## config.mk

```make
export PLATFORM = sky130hd
export DESIGN_NAME = cache_profiler_top
export DESIGN_NICKNAME = d
export VERILOG_FILES = /design/src/common/cache_op_pkg.sv /design/src/common/prof_pkg.sv /design/src/profiler/prof_event_counter.sv /design/src/profiler/prof_snapshot_fifo.sv /design/src/profiler/prof_stat_dumper.sv /design/src/cache_profiler_top.sv
export VERILOG_INCLUDE_DIRS = /design/src /design/src/common
export SDC_FILE = /design/constraint.sdc
export NUM_CORES = 2
export LEC_CHECK = 0
export BUFFER_PORTS_ARGS = -buffer_cell sky130_fd_sc_hd__buf_2
export CAP_MARGIN = 0
export CORE_MARGIN = 1.5
export CORE_UTILIZATION = 60
export CTS_CLUSTER_DIAMETER = 150
export DETAILED_ROUTE_END_ITERATION = 6
export PLACE_DENSITY = 0.76
export SYNTH_ARGS = -nofsm -noshare
export SYNTH_HDL_FRONTEND = slang
export SYNTH_HIERARCHICAL = 1
export SYNTH_SLANG_ARGS = --single-unit
```

## constraint.sdc

```tcl
create_clock -name clk_i -period 126.9 [get_ports clk_i]
set_clock_uncertainty 0.2 [all_clocks]
set_input_delay 6.345 -clock clk_i [delete_from_list [all_inputs] [get_ports clk_i]]
set_output_delay 6.345 -clock clk_i [all_outputs]
set_load 0.05 [all_outputs]
```

## src/common/prof_defs.svh

```systemverilog
// cache profiler global parameters
// widths and sizes shared by the counter bank, snapshot FIFO and dumper

`ifndef PROF_DEFS_SVH
`define PROF_DEFS_SVH

// cache data word and the store byte mask derived from it
`define PROF_DATA_W 32
`define PROF_MASK_W (`PROF_DATA_W / 8)

// counter bank
`define PROF_CTR_W 32
`define PROF_NUM_CTRS 18

// snapshot tagging and buffering
`define PROF_TAG_W 8
`define PROF_FIFO_DEPTH 2

`endif

```

## src/common/cache_op_pkg.sv

```systemverilog
// cache operation types
// decoded opcode, access size and store byte mask as seen by the profiler

`default_nettype none

`include "prof_defs.svh"

package cache_op_pkg;

  // accepted cache operation, one code per decoded op
  typedef enum logic [3:0] {
    ld      = 4'd0,
    st      = 4'd1,
    tagst   = 4'd2,  // tag store
    tagfl   = 4'd3,  // tag flush
    taglv   = 4'd4,  // tag load valid
    tagla   = 4'd5,  // tag load address
    afl     = 4'd6,  // address flush
    aflinv  = 4'd7,  // address flush invalidate
    ainv    = 4'd8,  // address invalidate
    alock   = 4'd9,
    aunlock = 4'd10,
    amoswap = 4'd11,
    amoor   = 4'd12
  } cache_op_t;

  // load data size, same encoding as the cache decode field
  // byte is a keyword, hence the sz_ prefix
  typedef enum logic [1:0] {
    sz_byte = 2'b00,
    sz_half = 2'b01,
    sz_word = 2'b10
  } access_size_t;

  // one bit per data byte of a store
  typedef logic [`PROF_MASK_W-1:0] byte_mask_t;

endpackage

`default_nettype wire

```

## src/common/prof_pkg.sv

```systemverilog
// profiler types
// counter values, counter slot names, snapshot tag and dumper states

`default_nettype none

`include "prof_defs.svh"

package prof_pkg;

  typedef logic [`PROF_CTR_W-1:0] ctr_t;
  typedef logic [`PROF_TAG_W-1:0] stat_tag_t;

  // counter slot order, also the dump order
  typedef enum logic [4:0] {
    ld_total    = 5'd0,
    ld_word     = 5'd1,
    ld_half     = 5'd2,
    ld_byte     = 5'd3,
    ld_unsigned = 5'd4,
    st_total    = 5'd5,
    st_word     = 5'd6,
    st_half     = 5'd7,
    st_byte     = 5'd8,
    tag_op      = 5'd9,
    addr_op     = 5'd10,
    atomic_op   = 5'd11,
    miss_ld     = 5'd12,
    miss_st     = 5'd13,
    miss_cycle  = 5'd14,
    idle_cycle  = 5'd15,
    dma_read    = 5'd16,
    dma_write   = 5'd17   // last slot
  } ctr_idx_e;

  typedef enum logic {
    IDLE = 1'b0,
    SEND = 1'b1
  } dump_state_e;

endpackage

`default_nettype wire

```

## src/profiler/prof_event_counter.sv

```systemverilog
// profiler event counter bank
// classifies each cycle's accepted cache operation, miss state and DMA
// packet strobes, and bumps one 32-bit wrapping counter per event class.
// all counters leave packed on ctr_flat_o, slot 0 in the low bits

`timescale 1ns/1ps
`default_nettype none

`include "prof_defs.svh"

module prof_event_counter (
  input  wire                                      clk_i,
  input  wire                                      reset_i,

  input  wire                                      op_v_i,
  input  wire                                      op_yumi_i,
  input  cache_op_pkg::cache_op_t                  op_code_i,
  input  cache_op_pkg::access_size_t               size_i,
  input  wire                                      sigext_i,
  input  cache_op_pkg::byte_mask_t                 mask_i,
  input  wire                                      miss_v_i,

  input  wire                                      dma_v_i,
  input  wire                                      dma_yumi_i,
  input  wire                                      dma_write_i,

  output logic [`PROF_NUM_CTRS*`PROF_CTR_W-1:0]   ctr_flat_o
);

  import cache_op_pkg::*;
  import prof_pkg::*;

  localparam int POP_W = $clog2(`PROF_MASK_W + 1);

  // number of bytes written by a store
  function automatic logic [POP_W-1:0] count_ones(input byte_mask_t m);
    logic [POP_W-1:0] n;
    n = '0;
    for (int b = 0; b < `PROF_MASK_W; b++) begin
      n = n + POP_W'(m[b]);
    end
    return n;
  endfunction

  logic                      accept;
  logic                      ld_acc;
  logic                      st_acc;
  logic                      ld_hit;
  logic                      st_hit;
  logic [POP_W-1:0]          mask_ones;
  logic                      dma_acc;
  logic [`PROF_NUM_CTRS-1:0] inc;

  ctr_t ctr_r [`PROF_NUM_CTRS];

  assign accept    = op_v_i & op_yumi_i;
  assign ld_acc    = accept & (op_code_i == ld);
  assign st_acc    = accept & (op_code_i == st);
  assign ld_hit    = ld_acc & ~miss_v_i;
  assign st_hit    = st_acc & ~miss_v_i;
  assign mask_ones = count_ones(mask_i);
  assign dma_acc   = dma_v_i & dma_yumi_i;

  // one increment pulse per counter slot
  always_comb begin
    inc = '0;

    inc[ld_total]    = ld_hit;
    inc[ld_word]     = ld_hit & (size_i == sz_word);
    inc[ld_half]     = ld_hit & (size_i == sz_half);
    inc[ld_byte]     = ld_hit & (size_i == sz_byte);
    inc[ld_unsigned] = ld_hit & ~sigext_i;

    // store size comes from the mask, odd masks only hit st_total
    inc[st_total]    = st_hit;
    inc[st_word]     = st_hit & (mask_ones == POP_W'(4));
    inc[st_half]     = st_hit & (mask_ones == POP_W'(2));
    inc[st_byte]     = st_hit & (mask_ones == POP_W'(1));

    // management ops count on acceptance, miss or not
    inc[tag_op]      = accept & (op_code_i inside {tagst, tagfl, taglv, tagla});
    inc[addr_op]     = accept & (op_code_i inside {afl, aflinv, ainv, alock, aunlock});
    inc[atomic_op]   = accept & (op_code_i inside {amoswap, amoor});

    inc[miss_ld]     = ld_acc & miss_v_i;
    inc[miss_st]     = st_acc & miss_v_i;
    inc[miss_cycle]  = miss_v_i;  // miss handler busy
    inc[idle_cycle]  = ~accept & ~miss_v_i;

    inc[dma_read]    = dma_acc & ~dma_write_i;
    inc[dma_write]   = dma_acc & dma_write_i;
  end

  // counters wrap at 2^32
  always_ff @(posedge clk_i) begin
    for (int i = 0; i < `PROF_NUM_CTRS; i++) begin
      if (reset_i) begin
        ctr_r[i] <= '0;
      end else if (inc[i]) begin
        ctr_r[i] <= ctr_r[i] + 1'b1;
      end
    end
  end

  always_comb begin
    for (int i = 0; i < `PROF_NUM_CTRS; i++) begin
      ctr_flat_o[i*`PROF_CTR_W +: `PROF_CTR_W] = ctr_r[i];
    end
  end

endmodule

`default_nettype wire

```

## src/profiler/prof_snapshot_fifo.sv

```systemverilog
// snapshot FIFO
// small circular buffer of tagged counter snapshots between the counter
// bank and the dumper. a write into a full FIFO with no pop is discarded
// and flagged on dropped_o for one cycle

`timescale 1ns/1ps
`default_nettype none

`include "prof_defs.svh"

module prof_snapshot_fifo (
  input  wire                                      clk_i,
  input  wire                                      reset_i,

  input  wire                                      wr_v_i,
  input  prof_pkg::stat_tag_t                      wr_tag_i,
  input  wire [`PROF_NUM_CTRS*`PROF_CTR_W-1:0]     wr_flat_i,

  input  wire                                      rd_pop_i,
  output logic                                     rd_nonempty_o,
  output prof_pkg::stat_tag_t                      rd_tag_o,
  output logic [`PROF_NUM_CTRS*`PROF_CTR_W-1:0]   rd_flat_o,

  output logic                                     dropped_o
);

  import prof_pkg::*;

  localparam int DEPTH  = `PROF_FIFO_DEPTH;
  localparam int PTR_W  = (DEPTH > 1) ? $clog2(DEPTH) : 1;
  localparam int CNT_W  = $clog2(DEPTH + 1);
  localparam int FLAT_W = `PROF_NUM_CTRS * `PROF_CTR_W;

  function automatic logic [PTR_W-1:0] next_ptr(input logic [PTR_W-1:0] p);
    return (p == PTR_W'(DEPTH - 1)) ? '0 : p + 1'b1;
  endfunction

  stat_tag_t          tag_mem  [DEPTH];
  logic [FLAT_W-1:0]  flat_mem [DEPTH];

  logic [PTR_W-1:0]   wr_ptr_r;
  logic [PTR_W-1:0]   rd_ptr_r;
  logic [CNT_W-1:0]   count_r;
  logic               full;
  logic               do_write;
  logic               dropped_r;

  assign full     = (count_r == CNT_W'(DEPTH));
  assign do_write = wr_v_i & (~full | rd_pop_i);  // a pop frees the slot in time

  // payload storage
  always_ff @(posedge clk_i) begin
    if (do_write) begin
      tag_mem[wr_ptr_r]  <= wr_tag_i;
      flat_mem[wr_ptr_r] <= wr_flat_i;
    end
  end

  always_ff @(posedge clk_i) begin
    if (reset_i) begin
      wr_ptr_r  <= '0;
      rd_ptr_r  <= '0;
      count_r   <= '0;
      dropped_r <= 1'b0;
    end else begin
      if (do_write) wr_ptr_r <= next_ptr(wr_ptr_r);
      if (rd_pop_i) rd_ptr_r <= next_ptr(rd_ptr_r);
      case ({do_write, rd_pop_i})
        2'b10:   count_r <= count_r + 1'b1;
        2'b01:   count_r <= count_r - 1'b1;
        default: count_r <= count_r;  // idle or pop and write together
      endcase
      dropped_r <= wr_v_i & full & ~rd_pop_i;
    end
  end

  assign rd_nonempty_o = (count_r != '0);
  assign rd_tag_o      = tag_mem[rd_ptr_r];
  assign rd_flat_o     = flat_mem[rd_ptr_r];
  assign dropped_o     = dropped_r;

endmodule

`default_nettype wire

```

## src/profiler/prof_stat_dumper.sv

```systemverilog
// stat dumper
// takes one snapshot at a time out of the snapshot FIFO into a holding
// register and streams it out one counter per cycle, index 0 first.
// no back-pressure on the dump port

`timescale 1ns/1ps
`default_nettype none

`include "prof_defs.svh"

module prof_stat_dumper (
  input  wire                                      clk_i,
  input  wire                                      reset_i,

  input  wire                                      rd_nonempty_i,
  input  prof_pkg::stat_tag_t                      rd_tag_i,
  input  wire [`PROF_NUM_CTRS*`PROF_CTR_W-1:0]     rd_flat_i,
  output logic                                     rd_pop_o,

  output logic                                     dump_v_o,
  output prof_pkg::stat_tag_t                      dump_tag_o,
  output prof_pkg::ctr_idx_e                       dump_idx_o,
  output prof_pkg::ctr_t                           dump_value_o
);

  import prof_pkg::*;

  localparam int FLAT_W = `PROF_NUM_CTRS * `PROF_CTR_W;
  localparam ctr_idx_e LAST_IDX = ctr_idx_e'(`PROF_NUM_CTRS - 1);

  dump_state_e        state_r;
  ctr_idx_e           idx_r;
  stat_tag_t          tag_r;
  logic [FLAT_W-1:0]  flat_r;

  // pop whenever idle and something is queued
  assign rd_pop_o = (state_r == IDLE) & rd_nonempty_i;

  always_ff @(posedge clk_i) begin
    if (reset_i) begin
      state_r <= IDLE;
      idx_r   <= ld_total;
    end else begin
      case (state_r)
        IDLE: begin
          if (rd_nonempty_i) begin
            state_r <= SEND;
            idx_r   <= ld_total;
          end
        end
        SEND: begin
          if (idx_r == LAST_IDX) begin
            state_r <= IDLE;  // next entry waits one cycle
          end else begin
            idx_r <= ctr_idx_e'(idx_r + 1'b1);
          end
        end
        default: state_r <= IDLE;
      endcase
    end
  end

  // holding copy, FIFO slot is released by the pop
  always_ff @(posedge clk_i) begin
    if (rd_pop_o) begin
      tag_r  <= rd_tag_i;
      flat_r <= rd_flat_i;
    end
  end

  assign dump_v_o     = (state_r == SEND);
  assign dump_tag_o   = tag_r;
  assign dump_idx_o   = idx_r;
  assign dump_value_o = flat_r[int'(idx_r)*`PROF_CTR_W +: `PROF_CTR_W];

endmodule

`default_nettype wire

```

## src/cache_profiler_top.sv

```systemverilog
// cache profiler top
// counter bank feeds the snapshot FIFO on each print strobe, and the
// dumper drains the FIFO onto the dump port

`timescale 1ns/1ps
`default_nettype none

`include "prof_defs.svh"

module cache_profiler_top (
  input  wire                         clk_i,
  input  wire                         reset_i,

  // cache side
  input  wire                         op_v_i,
  input  wire                         op_yumi_i,
  input  cache_op_pkg::cache_op_t     op_code_i,
  input  cache_op_pkg::access_size_t  size_i,
  input  wire                         sigext_i,
  input  cache_op_pkg::byte_mask_t    mask_i,
  input  wire                         miss_v_i,
  input  wire                         dma_v_i,
  input  wire                         dma_yumi_i,
  input  wire                         dma_write_i,

  // snapshot request
  input  wire                         print_stat_v_i,
  input  prof_pkg::stat_tag_t         print_stat_tag_i,

  output logic                        dump_v_o,
  output prof_pkg::stat_tag_t         dump_tag_o,
  output prof_pkg::ctr_idx_e          dump_idx_o,
  output prof_pkg::ctr_t              dump_value_o,
  output logic                        dropped_o
);

  import prof_pkg::*;

  logic [`PROF_NUM_CTRS*`PROF_CTR_W-1:0] ctr_flat;
  logic [`PROF_NUM_CTRS*`PROF_CTR_W-1:0] fifo_flat;
  stat_tag_t                             fifo_tag;
  logic                                  fifo_nonempty;
  logic                                  fifo_pop;

  prof_event_counter counter_i (
    .clk_i       (clk_i),
    .reset_i     (reset_i),
    .op_v_i      (op_v_i),
    .op_yumi_i   (op_yumi_i),
    .op_code_i   (op_code_i),
    .size_i      (size_i),
    .sigext_i    (sigext_i),
    .mask_i      (mask_i),
    .miss_v_i    (miss_v_i),
    .dma_v_i     (dma_v_i),
    .dma_yumi_i  (dma_yumi_i),
    .dma_write_i (dma_write_i),
    .ctr_flat_o  (ctr_flat)
  );

  // snapshot holds the counts as registered before the print edge
  prof_snapshot_fifo fifo_i (
    .clk_i         (clk_i),
    .reset_i       (reset_i),
    .wr_v_i        (print_stat_v_i),
    .wr_tag_i      (print_stat_tag_i),
    .wr_flat_i     (ctr_flat),
    .rd_pop_i      (fifo_pop),
    .rd_nonempty_o (fifo_nonempty),
    .rd_tag_o      (fifo_tag),
    .rd_flat_o     (fifo_flat),
    .dropped_o     (dropped_o)
  );

  prof_stat_dumper dumper_i (
    .clk_i         (clk_i),
    .reset_i       (reset_i),
    .rd_nonempty_i (fifo_nonempty),
    .rd_tag_i      (fifo_tag),
    .rd_flat_i     (fifo_flat),
    .rd_pop_o      (fifo_pop),
    .dump_v_o      (dump_v_o),
    .dump_tag_o    (dump_tag_o),
    .dump_idx_o    (dump_idx_o),
    .dump_value_o  (dump_value_o)
  );

endmodule

`default_nettype wire

```

Word-level counts from Yosys, hierarchy flattened --
Memory sizes are Yosys's and may differ from the RTL's. A register that Yosys moved wholly into a read port is not among the register bits. Cells that the tools add are included.
Storage, ports and cells: RAM bits 1744, logic and storage cells 203, output and inout bits 47, memories kept 3, bits in registers 11
Memories:
- fifo_i.flat_mem | depth 2, bits a word 576, rd ports 1, clocked after Yosys merged registers in 1, write ports 1, line prof_snapshot_fifo.sv:39 | logic [FLAT_W-1:0] flat_mem [DEPTH];
- counter_i.ctr_r | depth 18, bits a word 32, rd ports 18, clocked after Yosys merged registers in 0, write ports 18, line prof_event_counter.sv:54 | ctr_t ctr_r [`PROF_NUM_CTRS];
- fifo_i.tag_mem | depth 2, bits a word 8, rd ports 1, clocked after Yosys merged registers in 1, write ports 1, line prof_snapshot_fifo.sv:38 | stat_tag_t tag_mem [DEPTH];
Operators by class: add/sub/neg operators 26, equal/unequal tests 23, multiplexer cells 85, bitwise operators 51, shift-type cells 1, reduce and logical (&&, ||, !) cells 8
Operator list (count):
- $add A32 B1 Y32 const B | 18
- $mux W32 | 18
- $shiftx A576 B11 Y32 | 1
- $mux W1 | 62
- $and A1 B1 Y1 | 25
- $eq A4 B4 Y1 const B | 5
- $or A1 B1 Y1 | 19
- $eq A4 B3 Y1 const B | 4
- $mux W5 | 2
- $pmux W5 S2 | 1
- $eq A4 B2 Y1 const B | 2
- $not A1 Y1 | 7
- $add A3 B1 Y3 | 2
- $eq A2 B2 Y1 const B | 3
- $reduce_bool A2 Y1 | 3
- $add A5 B1 Y5 const B | 1
- $eq A5 B5 Y1 const B | 1
- $reduce_bool A5 Y1 | 1
- $eq A2 B1 Y1 const B | 2
- $eq A4 B1 Y1 const B | 1
- $logic_not A4 Y1 | 1
- $pmux W2 S2 | 1
- $reduce_bool A4 Y1 | 1
- $eq A3 B1 Y1 const B | 1
- other kinds (11) | 12

Logic depth before layout (Yosys ltp) --
word-level depth 9, gate-level depth with buffers 9, gate-level depth less buffers 8

Modules after synthesis --
The synthesis kept the hierarchy.
Modules (own cells, without submodules):
- prof_snapshot_fifo | instances 1, cells an instance 1847, area an instance 42637.1 µm²
- prof_event_counter | instances 1, cells an instance 2892, area an instance 30734.5 µm²
- prof_stat_dumper | instances 1, cells an instance 1073, area an instance 22544.1 µm²

Least setup slack after synthesis --
OpenSTA, ideal clock, no wires.
path type flip-flop to flip-flop, start register fifo_i.count_r[0], end memory fifo_i/flat_mem[0][0] (netlist bit) (enable), data required time 125.151 ns, data arrival time 52.373 ns, slack 72.778 ns, buffers on the path 1, stages on the path, launching flop included 7, cell sequence dfxtp_1 buf_2 or2_2 nor2b_1 nand2b_1 o21ai_1 nor2_1
Between the ends: word-level cells in the longest chain between the ends 6, elaborated cells between the ends (all ways) 8, those cells by class 1 x eq/ne; 2 x mux; 4 x bitwise; 1 x reduce/logical
Ends and longest elaborated chain:
- start, declared | line prof_snapshot_fifo.sv:43 | logic [CNT_W-1:0] count_r;
- start signal, assigned | line prof_snapshot_fifo.sv:69 | 2'b10: count_r <= count_r + 1'b1;
- start signal, assigned | line prof_snapshot_fifo.sv:70 | 2'b01: count_r <= count_r - 1'b1;
- start signal, assigned | line prof_snapshot_fifo.sv:71 | default: count_r <= count_r;
- $reduce_bool A2 Y1 | line prof_snapshot_fifo.sv:77 | assign rd_nonempty_o = (count_r != '0);
- net fifo_nonempty | line cache_profiler_top.sv:42 | logic fifo_nonempty;
- $and A1 B1 Y1 | line prof_stat_dumper.sv:37 | assign rd_pop_o = (state_r == IDLE) & rd_nonempty_i;
- net fifo_pop | line cache_profiler_top.sv:43 | logic fifo_pop;
- $or A1 B1 Y1 | line prof_snapshot_fifo.sv:49 | assign do_write = wr_v_i & (~full | rd_pop_i);
- $and A1 B1 Y1 | line prof_snapshot_fifo.sv:49
- $mux W1 | line prof_snapshot_fifo.sv:53 | if (do_write) begin
- $mux W1 (not written as such) | line prof_snapshot_fifo.sv:55 | flat_mem[wr_ptr_r] <= wr_flat_i;
- end, declared | line prof_snapshot_fifo.sv:39
The timed path passes the listed nets, and every way through them passes these cells.

Worst setup path in the final report --
start register dumper_i.idx_r[0], in the netlist dumper_i/dump_idx_o[0], end output dump_value_o[3]
Between the ends: word-level cells in the longest chain between the ends 1
Ends and longest elaborated chain:
- start, declared | line prof_stat_dumper.sv:32 | ctr_idx_e idx_r;
- start signal, assigned | line prof_stat_dumper.sv:42 | idx_r <= ld_total;
- start signal, assigned | line prof_stat_dumper.sv:48 | idx_r <= ld_total;
- start signal, assigned | line prof_stat_dumper.sv:55 | idx_r <= ctr_idx_e'(idx_r + 1'b1);
- $shiftx A576 B11 Y32 | line prof_stat_dumper.sv:74 | assign dump_value_o = flat_r[int'(idx_r)*`PROF_CTR_W +: `PROF_CTR_W];
- end, declared | line cache_profiler_top.sv:33 | output prof_pkg::ctr_t dump_value_o,
Every way passes these cells.

==> impl_results.md <==
* Asr flop ratio synth at 0%
* Clk pin slew, worst setup/hold paths at 0.06 ns
* Min Tclk post-route at 10.85 ns
* Drt first-iter violations at 6272
* Cts bufs inserted at 223
* Share of post-route cells with drive strength above 1 at 18.70%
* LEAKAGE at 33.87 nW
* Pre-CTS WS at 116.94 ns
* Final design utilization at 66.48%
* Slew Viols, Final at 0
* Yosys reg bits at 2340
* Post-CTS Setup Bufs at 0
* First-pass GRT wire length at 318000 µm
* Post_cts resized at 0
* Final instance area at 105400 µm²
* Beginning of the critical path: dumper_i/dump_idx_o[0]
* Final instance count without filler cells at 8229
* Setup CP Type: flop to output pin
* Post-Syn Area at 95920 µm²
* Fin. Hold Viols at 0
* Core area at 158600 µm²
* Setup violators final at 0
* Ports at 75
* Via count at 51.24k
* Drt first pass iters at 5
* Placed cell count at 7812
* Die width at 402.8 µm
* Status: complete, no violations
* Number of cell rows at 146
* Drt total wl at 215500 µm
* Peak supply drop at 0.00002780 V
* Kind of cell adding the most delay to the critical path: multiplexers
* Hold Path Cell Cnt at 1
* Via/cell ratio at 6.227
* Synth-to-layout area growth at 9.908%
* Critical path destination: dump_value_o[3]
* Post-CTS Hold Fix Bufs at 0
* Critical path's slowest cell: dfxtp_4
* # DRC at 0
* All-Layer GR Usage at 26.51%
* Syn_nets at 5863
* Starting Density at 60.49%
* Worst path bufs/invs at 2
* Max clock buf depth at 3
* CTS Root Cell: clkbuf_16
* Final WS setup at 116.05 ns
* Worst skew pair latency at 0.87 ns
* Crit path capture type: output pin
* Placed cell area at 98190 µm²
* CTS tree: built
* Die area at 162300 µm²
* TNS Setup at 0 ns
* Fmax at 0.09218 GHz
* Power per standard cell area at 21.28 nW/µm²
* Distinct cell type count after synthesis at 60
* Placer Congestion at 0.9039
* Top FF cell, synth: edfxtp_1
* Largest net degree at the start of global routing at 184
* Slew @ Worst Pin at 1.226 ns
* Hold WC Path Type: flop to flop
* Startpoint types: flop
* MaxCap Viol Count at 0
* Chip height at 402.8 µm
* Drt wl/cell at 26.19 µm
* Mapped Cells at 5812
* Antenna-violating nets left at 0
* RSZ-0062 raised after global routing: no
* Syn Area/Cell at 16.50 µm²
* H-tree Lvls at 4
* Grt ovf at 0
* Critical path arrival at 4.30 ns
* Final net count at 6016
* Vias in the first global route at 49.10k
* Hpwl dp at 140800 µm
* CP required at 120.35 ns
* R2R Setup Slk at 122.07 ns
* Port Buffer Count at 74
* CP Cell Sequence: buf_4, mux4_2, mux2i_1, o221ai_1, buf_2
* Synthesis Warnings at 6
* R2r startpoint: fifo_i/count_r[0]
* Max-slew headroom at 18.25%
* Crit path depth at 5
* Worst R2R Path Depth at 8
* Crit-path max FO at 32
* EDFF count, synth at 2328
* Initial antenna violation count at 10
* Clock Sinks at 2340
* Register area share after synthesis at 73.13%
* Period utilization at 8.549%
* R2r endpoint: fifo_i/flat_mem[1][449]
* Critical path's largest stage delay at 0.77 ns
synthesized netlist by cell type (all sizes together) (2+ instances only):
cell type / number / area (µm²)
nor4: 49 / 431.7
and2: 26 / 162.6
and3: 65 / 407.9
mux4: 64 / 1441
nand3b: 2 / 15.01
and4: 55 / 481.7
nor2: 642 / 2410
or2: 7 / 43.80
nor3: 63 / 315.3
o21bai: 4 / 30.03
inv: 65 / 244.0
nor2b: 8 / 50.05
ha: 22 / 275.3
edfxtp: 2328 / 69910
nand2b: 5 / 31.28
or4b: 2 / 20.02
clkbuf: 100 / 379.1
nor4b: 2 / 17.52
buf: 118 / 1067
a21o: 6 / 45.04
nand4: 200 / 1279
mux2: 585 / 6588
o31ai: 2 / 15.01
nor3b: 10 / 75.07
a31oi: 2 / 12.51
or4: 6 / 45.04
mux2i: 195 / 1952
xor2: 332 / 2908
dfxtp: 12 / 240.2
nand2: 174 / 655.6
or3: 49 / 306.5
a21oi: 44 / 220.2
o21ai: 41 / 205.2
xnor2: 172 / 1506
a22oi: 64 / 480.5
o221ai: 32 / 280.3
nand4bb: 2 / 22.52
nand3: 251 / 1279
worst register-to-register path, delay by kind of cell (launching register included):
family,cells,cell delay (ns)
DFF,1,0.47
AOI/OAI and AO/OA,1,0.17
buffers and inverters,3,2.59
and+or+nand+nor,4,0.88
power by group:
group	leakage [nW]	internal [W]	switching, W
combinational	7.65	0.000128	0.000275
sequential	22.7	0.00108	0.000104
clock	3.50	0.000374	0.000283
flip-flops by register name (all words and copies together), names as in the netlist, named ones only:
name                 flops
fifo_i/flat_mem       1152
counter_i/ctr_r        576
dumper_i/dump_idx_o      5
fifo_i/tag_mem          16
dumper_i/dump_v_o        1
fifo_i/wr_ptr_r          1
fifo_i/dropped_o         1
dumper_i/dump_tag_o      8
dumper_i/flat_r        576
fifo_i/count_r           2
fifo_i/rd_ptr_r          1
placed cells by master, fill, tap and decap left out, types with 65 or more instances in the layout:
cell type,netlist,routed
edfxtp_1,2328,2328
buf_2,34,74
nor2_1,642,635
buf_4,11,65
xor2_1,332,332
nand3_1,248,247
mux2_2,585,585
nand4_1,197,197
nand2_1,173,173
clkbuf_16,0,224
mux2i_1,195,195
xnor2_1,172,172
how the worst min path moves through the flow:
stage | slack [ns] | from | to
after floorplan | 0.24 | counter_i/ctr_r[8][14] | fifo_i/flat_mem[0][526]
after global placement | 0.25 | counter_i/ctr_r[0][29] | fifo_i/flat_mem[0][29]
after detailed placement | 0.28 | counter_i/ctr_r[5][63] | fifo_i/flat_mem[0][383]
after CTS | 0.29 | counter_i/ctr_r[0][29] | fifo_i/flat_mem[0][29]
after global routing | 0.31 | counter_i/ctr_r[0][29] | fifo_i/flat_mem[0][29]
final | 0.29 | fifo_i/flat_mem[1][291] | dumper_i/flat_r[291]
metal layers:
metal	track usage, %	share of wire [%]	wire length (µm)
met5	0	0.019	40
met4	9.460	3.6	7745
met3	4.937	9.0	19310
met2	42.09	48	103000
met1	37.11	40	85450
logic make-up after synthesis:
group	after synthesis	synth area share [%]
adder cells (fa/ha/maj)	23	0.3079
multiplexers	844	10.41
AND/OR/NAND/NOR	1621	8.419
flip-flops	2340	73.13
AO/OA/AOI/OAI	197	1.368
buffers and inverters	283	1.762
XOR/XNOR	504	4.602
metrics by stage:
| step | power, W | hold slack [ns] |
|---|---|---|
| floorplan | 0.001572 | 0.2393 |
| global placement | 0.001590 | 0.2549 |
| detailed placement | 0.001595 | 0.2795 |
| CTS | 0.002249 | 0.2870 |
| global route | 0.002307 | 0.3080 |
| finish | 0.002244 | 0.2934 |
final cells by class:
class                   instances  area [µm²]
fillers                     10400       53140
clock inverters               137        1411
repair buffers                146       998.5
well taps                    2072        2592
multi-input cells            3189       24200
flip-flops and latches       2340       70160
clock buffers                 278        5808
diodes                          2       5.005
inverters                      65       244.0
No activity file was read; power rests on OpenSTA's default activity.
